File: src/hdl/rvPkg.sv
package rvPkg;

    typedef enum logic [6:0] {
        opLoad    = 7'b0000011,
        opStore   = 7'b0100011,
        opBranch  = 7'b1100011,
        opJal     = 7'b1101111,
        opJalr    = 7'b1100111,
        opOpImm   = 7'b0010011,
        opOpImm32 = 7'b0011011,
        opOp      = 7'b0110011,
        opOp32    = 7'b0111011,
        opLui     = 7'b0110111,
        opAuipc   = 7'b0010111
    } opcode_e;

    typedef enum logic [3:0] {
        aluAdd, aluSub, aluSll, aluSlt, aluSltu,
        aluXor, aluSrl, aluSra, aluOr, aluAnd, aluIllegal
    } aluOp_e;

    typedef enum logic [1:0] {
        stIdle, stExec, stRespond
    } stageState_e;

    typedef struct packed {
        logic [63:0] pc;
        logic [31:0] inst;
        logic [63:0] rs1;
        logic [63:0] rs2;
    } issueReq_t;

    typedef struct packed {
        opcode_e     opcode;
        logic [2:0]  funct3;
        logic [6:0]  funct7;
        logic [4:0]  rd;
        logic [63:0] immI;
        logic [63:0] immS;
        logic [63:0] immB;
        logic [63:0] immU;
        logic [63:0] immJ;
    } decoded_t;

    typedef struct packed {
        logic        wen;
        logic [4:0]  rd;
        logic [63:0] wdata;
        logic        redirect;
        logic [63:0] target;
    } exeResult_t;

    function automatic logic [63:0] sextW(input logic [31:0] v);
        return {{32{v[31]}}, v};
    endfunction

    // isReg selects the register form and isWord the 32-bit W form
    function automatic aluOp_e decodeAluOp(input logic [2:0] funct3, input logic [6:0] funct7,
                                           input logic isReg, input logic isWord);
        logic [6:0] f7;
        aluOp_e     op;
        f7 = (!isReg && !isWord) ? {funct7[6:1], 1'b0} : funct7;  // bit 25 is shamt[5]
        op = aluIllegal;
        case (funct3)
            3'b000: begin
                if (!isReg || f7 == 7'h00) op = aluAdd;
                else if (f7 == 7'h20) op = aluSub;
            end
            3'b001: if (f7 == 7'h00) op = aluSll;
            3'b010: if (!isWord && (!isReg || f7 == 7'h00)) op = aluSlt;
            3'b011: if (!isWord && (!isReg || f7 == 7'h00)) op = aluSltu;
            3'b100: if (!isWord && (!isReg || f7 == 7'h00)) op = aluXor;
            3'b101: begin
                if (f7 == 7'h00) op = aluSrl;
                else if (f7 == 7'h20) op = aluSra;
            end
            3'b110: if (!isWord && (!isReg || f7 == 7'h00)) op = aluOr;
            default: if (!isWord && (!isReg || f7 == 7'h00)) op = aluAnd;
        endcase
        return op;
    endfunction

endpackage
File: src/hdl/branchUnit.sv
`timescale 1ns/1ps

module branchUnit (
    input  logic [63:0]     pc,
    input  logic [63:0]     rs1,
    input  logic [63:0]     rs2,
    input  rvPkg::decoded_t dec,
    output logic            redirect,
    output logic [63:0]     target
);
    logic taken;

    always_comb begin
        case (dec.funct3)
            3'b000:  taken = rs1 == rs2;                     // beq
            3'b001:  taken = rs1 != rs2;                     // bne
            3'b100:  taken = $signed(rs1) < $signed(rs2);    // blt
            3'b101:  taken = $signed(rs1) >= $signed(rs2);   // bge
            3'b110:  taken = rs1 < rs2;                      // bltu
            3'b111:  taken = rs1 >= rs2;                     // bgeu
            default: taken = 1'b0;
        endcase
    end

    always_comb begin
        redirect = 1'b0;
        target   = '0;
        case (dec.opcode)
            rvPkg::opBranch: begin
                redirect = taken;
                target   = taken ? pc + dec.immB : '0;
            end
            rvPkg::opJal: begin
                redirect = 1'b1;
                target   = pc + dec.immJ;
            end
            rvPkg::opJalr: begin
                redirect = dec.funct3 == 3'b000;
                target   = (dec.funct3 == 3'b000) ? (rs1 + dec.immI) & ~64'd1 : '0;
            end
            default: ;
        endcase
    end

endmodule

File: config.mk
export PLATFORM = sky130hd
export DESIGN_NAME = branchUnit
export DESIGN_NICKNAME = d
export VERILOG_FILES = /design/src/hdl/rvPkg.sv /design/src/hdl/branchUnit.sv
export SDC_FILE = /design/constraint.sdc
export NUM_CORES = 1
export LEC_CHECK = 0
export ABC_CLOCK_PERIOD_IN_PS = 5800
export BUFFER_PORTS_ARGS = -buffer_cell sky130_fd_sc_hd__buf_2
export CORE_AREA = 2 2 235 237
export DETAILED_ROUTE_END_ITERATION = 8
export DIE_AREA = 0 0 237 239
export GPL_ROUTABILITY_DRIVEN = 0
export GPL_TIMING_DRIVEN = 0
export PLACE_DENSITY = 0.54
export SETUP_SLACK_MARGIN = 0.3
export SLEW_MARGIN = 0
export SYNTH_ARGS = -nofsm -noshare
export SYNTH_HDL_FRONTEND = slang
export SYNTH_SLANG_ARGS = --single-unit
File: constraint.sdc
create_clock -name vclk -period 5.8
set_input_delay 0.87 -clock vclk [all_inputs]
set_output_delay 0.87 -clock vclk [all_outputs]
set_load 0.02 [all_outputs]
# After elaboration in Yosys (flattened, before gate mapping)
# Index checks and enable logic that the tools add are counted.
[word_totals]
ff_bits = 0
input_bits = 534
output_inout_bits = 65
elab_cells = 23
[classes]
add_sub_neg = 3
order_cmp = 4
n_eq_ne = 10
mux = 5
reduce_logical = 1
[op_table]
columns = ["op", "count"]
rows = [
  ["adder 64 bit", 3],
  ["case mux 64 bit (3 select lines)", 1],
  [">= comparator 64 bit", 2],
  ["less-than comparator 64 bit", 2],
  ["two-way mux 64 bit", 2],
  ["equality test 64 bit", 1],
  ["inequality test 64 bit", 1],
  ["equality test 7 bit (second input constant)", 3],
  ["equality test 3 bit (second input constant)", 4],
  ["case mux 1 bit (6 select lines)", 1],
  ["equality test 3 x 1 -> 1 bit (second input constant)", 1],
  ["logical NOT 3 bit", 1],
  ["case mux 1 bit (3 select lines)", 1],
]

# Depth between registers and ports, before layout
# Gate-level depths: netlist of the first run.
[logic_depth]
ltp_word = 4
ltp_mapped = 15
ltp_nobuf = 13

# Least setup slack after synthesis of the first run
# Ideal clock, no wire load.
[synth_timing]
path_type = "input to output"
start = "input port pc[0]"
end = "output port target[48]"
arrival_ns = 3.749
t_required_ns = 4.930
slack_ns = 1.181
stages = 12
path_buffers = 0
path_cell_list = "ha_1 > fa_1 > a211oi_1 > o21ai_0 > a211oi_1 > nor2_1 > a211oi_2 > o211ai_2 > a221oi_1 > o21a_1 > xor2_1 > o221ai_1"
[synth_between]
elab_chain_len = 3
elab_cells_between_ends = 4
cone_classes = "2 x add/sub; 2 x mux"
[synth_rtl]
columns = ["item", "line", "source"]
rows = [
  ["start: declaration", "branchUnit.sv:4", "input logic [63:0] pc,"],
  ["adder 64 bit", "branchUnit.sv:31", "target = taken ? pc + dec.immB : '0;"],
  ["two-way mux 64 bit", "branchUnit.sv:31", ""],
  ["case mux 64 bit (3 select lines) (*)", "branchUnit.sv:28", "case (dec.opcode)"],
  ["end: declaration", "branchUnit.sv:9", "output logic [63:0] target"],
]
# Mark *: on every way between the ends. The rest lies on a longest branch, timed or not.

# Worst setup path in the final report of the first run
[layout_timing]
start = "input port rs1[15]"
end = "output port target[58]"
[layout_between]
elab_chain_len = 4
elab_cells_between_ends = 11
cone_classes = "1 x add/sub; 4 x order compare; 2 x eq/ne; 4 x mux"
[layout_rtl]
columns = ["item", "line", "source"]
rows = [
  ["start: declaration", "branchUnit.sv:5", "input logic [63:0] rs1,"],
  [">= comparator 64 bit, or another cell as far along", "branchUnit.sv:20", "3'b111: taken = rs1 >= rs2;"],
  ["case mux 1 bit (6 select lines)", "branchUnit.sv:14", "case (dec.funct3)"],
  ["two-way mux 64 bit", "branchUnit.sv:31", ""],
  ["case mux 64 bit (3 select lines) (*)", "branchUnit.sv:28", ""],
]
# Marked as above.

==> flow_metrics.py, run 1 <==
metrics = {
    "global_routing": {
        "grt_usage": 0.2334,
        "grt_antenna_before_repair": 15,
        "grt_pass1_wl_mm": 100.9,
        "grt-ovfl-total": 0,
        "grt_max_degree": 11,
        "grt_pass1_vias": 16570,
    },
    "synth": {
        "synth_area_leaders": "ha_1 23%, a21oi_1 8.4%, xnor2_1 6.3%",
        "yosysTopAreaCellShare": 0.2332,
        "ys_seq_area_frac": 0,
        "yosysWarnings": 0,
        "ys_types": 82,
        "avgSynthCellArea_um2": 6.875,
        "yosysMostFrequentCell": "ha_1",
        "synth_top_cell_by_area": "ha_1",
        "syn_nets": 2756,
        "netlist_area_um2": 13520,
        "ys_top_cells_by_count": "252 x ha_1, 226 x a21oi_1, 168 x nand2_1",
        "netlist_instances": 1967,
    },
    "timing": {
        "fin_tns_setup_ns": 0,
        "rsz0062_at_grt": "false",
        "hold_viol_final": 0,
        "relSlewSlack": 0.2541,
        "setup_viol": 0,
        "holdWs_ns": 2.264,
        "worstMarginPinSlew_ns": 1.119,
        "fmax_ghz": 0.1850,
        "fin_crit_sh": 0.9320,
        "period_minus_slack_ns": 5.406,
        "slew_violations": 0,
    },
    "finish": {
        "finalNetCount": 3227,
        "area_growth_pct": 25.81,
        "ff_latch_area_um2": 0,
        "final_layout_size_suffix_gt1_frac": 0.2254,
        "clock_buffers": 0,
        "multiInputGateArea_um2": 12940,
        "fill_cells": 6009,
        "seq_cell_count": 0,
        "layout.cells.non_filler": 3151,
        "fin_util": 0.3131,
    },
    "status": {
        "status": "finished, final reports clean",
    },
    "drt": {
        "wire_per_inst_um": 22.17,
        "drtAntennaViolNets": 0,
        "drt_iter0_drc": 1328,
        "routed_via_density": 5.549,
        "drtPass1Iterations": 7,
        "vias": 17490,
        "drt_wl_total_mm": 69.85,
        "drc": 0,
    },
    "floorplanning": {
        "ios": 599,
        "coreArea_um2": 54340,
        "dieWidth_um": 237,
        "fp.dieH_um": 239,
        "start_util": 0.2489,
        "die-area_um2": 56640,
        "rows": 86,
    },
    "power_and_ir_drop": {
        "p_sw_frac": 0.6034,
        "ir_worst_vdd_uv": 34.16,
        "power.leakage_nw": 8.397,
        "power_frac_comb": 1.000,
        "internal_power_mw": 0.6900,
        "p_seq_frac": 0,
        "switchingPower_mw": 1.050,
        "powerDensity_nw_per_um2": 102.3,
        "power.share.clock": 0,
    },
    "placed_design": {
        "io_buffers": 459,
        "place_inst": 3130,
        "dp.final_hpwl_mm": 61.43,
    },
    "worst_setup_path": {
        "crit_chain": "buf_2 > ha_1 > nand4_1 > buf_4 > or3_1 > a21o_1 > o211a_1 > o22ai_4 > nor4_1 > or3_1 > a21oi_4 > buf_6 > nor2_1 > mux2i_1 > o221ai_1 > buf_2",
        "critPathLaunchType": "input pin",
        "worstPathRequired_ns": 4.93,
        "worst_setup_path_end_kind": "primary output",
        "cp_max_fo": 10,
        "path_class": "input pin to primary output",
        "cpPeakStageDelay_ns": 0.41,
        "cp.arrival_ns": 4.54,
        "crit_family": "compound AO/OA/AOI/OAI gates",
        "path_buf_inv": 4,
        "cp_slowest_cell": "or3_1",
    },
    "hold_path": {
        "min_path_type": "input pin to primary output",
    },
    "clocking": {
        "ctsHoldBuffers": 0,
    },
    "job": {
        "cap_violations": 0,
    },
}
## final timing paths
check             cells past startpoint     from    endpoint  slack [ns]
setup / recovery                     16  rs1[15]  target[58]        0.39
hold / removal                        5   dec[0]   target[0]        2.26
## routing by layer
metal / part of all wire / global-route usage / routed length [um]
met5: 0.00096 / 0 / 67
met4: 0.044 / 0.08765 / 3045
met3: 0.080 / 0.03603 / 5609
met2: 0.44 / 0.3788 / 30690
met1: 0.44 / 0.3107 / 30440
## layout by cell type, fill, tap and decap left out, drive strengths merged, types with 7 or more instances in the layout
cell | synthesis | routed
inv | 123 | 123
and2 | 22 | 22
a21boi | 11 | 11
nand2b | 23 | 23
o21ai | 148 | 148
and4 | 8 | 8
o221ai | 31 | 31
and3 | 28 | 28
a41oi | 8 | 8
a221oi | 8 | 8
xnor2 | 98 | 98
or3 | 15 | 15
mux2i | 7 | 7
nor2b | 18 | 18
or2 | 7 | 7
ha | 252 | 252
o211a | 8 | 8
nor2 | 92 | 92
a21o | 106 | 106
a211oi | 32 | 32
diode | 0 | 11
nand3 | 57 | 57
a22oi | 25 | 25
o22ai | 8 | 8
nand2 | 168 | 168
nor4 | 8 | 8
buf | 14 | 482
xor2 | 71 | 71
clkbuf | 62 | 62
a31oi | 29 | 29
a21oi | 228 | 228
o21bai | 41 | 41
o211ai | 15 | 15
o21a | 30 | 30
o31ai | 10 | 10
nor3 | 33 | 33
nand4 | 51 | 51
a221o | 11 | 11
## per-stage QoR
stage          cell area, um^2  setup WS (ns)  power (mW)
3_5_place_dp             16700        -0.6012       1.671
3_3_place_gp             16700        -0.5947       1.653
2_1_floorplan            13520          1.181       1.115
4_1_cts                  16810         0.3054       1.691
6_report                 17010         0.3941       1.740
5_1_grt                  17010         0.2887       1.911
## power by group through the flow
stage | Sequential, mW | Clock, mW | Combinational (mW)
floorplan | 0 | 0 | 1.12
global placement | 0 | 0 | 1.65
detailed placement | 0 | 0 | 1.67
CTS | 0 | 0 | 1.69
global route | 0 | 0.000000254 | 1.91
finish | 0 | 0.000000255 | 1.74
## cell type report
cell class / count / area share
antenna: 11 / 0.001618
timing repair buffer: 469 / 0.1394
multi-input combinational: 1768 / 0.7604
inverter: 123 / 0.02714
tap: 704 / 0.05177
buffer: 76 / 0.01964
## kinds of logic after synthesis
logic type,count (synthesis),share of synthesized area
AOI/OAI and AO/OA,795,0.3912
xor gates and xnor gates,169,0.1095
buffers and inverters,199,0.05718
adders and majority gates,255,0.2376
muxes,7,0.005182
and+or+nand+nor,542,0.1994
## timing repair
action,CTS,global route
resized for setup,18,31
setup endpoints to repair,65,35
pin swaps,6,11
buffers inserted,4,6
cloned,0,0
(Power assumes the default switching activity.)
==> run 2: changes to the inputs <==
Settings changed: CORE_AREA 2 2 235 237 to 2 2 231 233, DIE_AREA 0 0 237 239 to 0 0 233 235, PLACE_DENSITY 0.54 to 0.55, RECOVER_POWER set to 100.
==> flow_metrics.py, run 2 (synthesis gave the netlist of run 1 again) <==
metrics = {
    "hold_path": {
        "hold_depth": 5,
        "min_path_type": "input pin to primary output",
        "hp-start": "dec[0]",
    },
    "finish": {
        "design_area_um2": 16860,
        "fin_util": 0.3227,
        "area_growth_pct": 24.66,
        "finalNetCount": 3225,
        "seq_cell_count": 0,
        "final_layout_size_suffix_gt1_frac": 0.2046,
        "ff_latch_area_um2": 0,
        "clock_buffers": 0,
        "final_common_cell": "buf_2",
        "fill_cells": 5740,
        "final_cell_mix": "420 x buf_2, 252 x ha_1, 225 x a21oi_1, 168 x nand2_1, 136 x o21ai_0",
    },
    "drt": {
        "wire_per_inst_um": 22.24,
        "drtPass1Iterations": 6,
        "drt_iter0_drc": 1615,
        "vias": 17350,
        "drtAntennaViolNets": 0,
        "routed_via_density": 5.550,
        "drt_wl_total_mm": 69.51,
        "drc": 0,
    },
    "power_and_ir_drop": {
        "ir_worst_vdd_uv": 29.58,
        "power.leakage_nw": 8.165,
        "powerDensity_nw_per_um2": 101.9,
    },
    "worst_setup_path": {
        "startpoint": "rs1[51]",
        "critPathLaunchType": "input pin",
        "cp.arrival_ns": 4.72,
        "worstPathRequired_ns": 4.93,
        "worst_setup_path_end_kind": "primary output",
        "path_class": "input pin to primary output",
        "cp_max_fo": 10,
    },
    "timing": {
        "fin_crit_sh": 0.9641,
        "fin_ws_ns": 0.2080,
        "hold_viol_final": 0,
        "slew_violations": 0,
        "rsz0062_at_grt": "true",
        "worstMarginPinSlew_ns": 1.277,
        "fmax_ghz": 0.1788,
        "holdWs_ns": 2.170,
        "period_minus_slack_ns": 5.592,
        "setup_viol": 0,
        "relSlewSlack": 0.1487,
    },
    "global_routing": {
        "grt-ovfl-total": 0,
        "grt_pass1_wl_mm": 100.8,
        "grt_antenna_before_repair": 4,
        "grt_max_degree": 11,
        "grt_pass1_vias": 16890,
        "grt_usage": 0.2410,
    },
    "floorplanning": {
        "start_util": 0.2589,
        "fp.dieH_um": 235,
        "die-area_um2": 54760,
        "rows": 84,
        "coreArea_um2": 52240,
        "dieWidth_um": 233,
        "ios": 599,
    },
    "placed_design": {
        "io_buffers": 459,
        "place_ws_ns": -0.5516,
        "dp.final_hpwl_mm": 60.78,
        "place_area_um2": 16680,
    },
    "status": {
        "status": "finished, final reports clean",
    },
    "job": {
        "cap_violations": 0,
    },
}
[run 2: timing repair]
| item | CTS | global route |
|---|---|---|
| buffers inserted | 6 | 2 |
| setup endpoints to repair | 65 | 44 |
| gates resized for setup | 22 | 27 |
| pin swaps | 6 | 6 |
| hold buffers | 0 | 0 |
[run 2: where the power goes]
part / internal (mW) / switching, mW / total (mW)
Combinational: 0.685 / 1.03 / 1.72
Clock: 0.0000000927 / 0 / 0.0000000927
Sequential: 0 / 0 / 0
[run 2: path summary, 6_finish.rpt]
check,to,slack (ns)
worst min-delay path,target[0],2.17
worst max-delay path,target[16],0.21
[run 2: area by class of cell]
class              instances  area [um^2]  share of cell area
diodes                     4        10.01           0.0005938
plain buffers             76        327.8             0.01945
inverters                123        461.7             0.02739
multi-input cells       1768        12900              0.7653
well taps                688        860.8             0.05107
repair buffers           467         2296              0.1362
[run 2: per-layer routing]
layer / part of all wire / global-route usage / up-vias
met5: 0.00014 / 0 / -
met3: 0.072 / 0.01990 / 137
met1: 0.46 / 0.3395 / 7969
met2: 0.42 / 0.3796 / 859
met4: 0.044 / 0.08840 / 2
li1: - / - / 8383
[run 2: metrics by stage]
stage / power, mW / cells / setup TNS (ns)
floorplan: 1.115 / 1967 / 0
global placement: 1.641 / 3114 / -11.87
detailed placement: 1.657 / 3114 / -10.41
CTS: 1.684 / 3120 / 0
global route: 1.885 / 3125 / 0
finish: 1.718 / 3126 / 0
[run 2: worst max-delay path, cell delays in order]
cell and delay (ns):
buf_2 0.11, ha_1 0.31, nand4_1 0.25, or3_4 0.47, nor3_4 0.23, nand4_1 0.12
buf_4 0.18, buf_4 0.14, o31a_1 0.27, a221oi_1 0.44, a21oi_4 0.14, buf_6 0.18
buf_6 0.18, o221ai_1 0.49, clkbuf_1 0.30
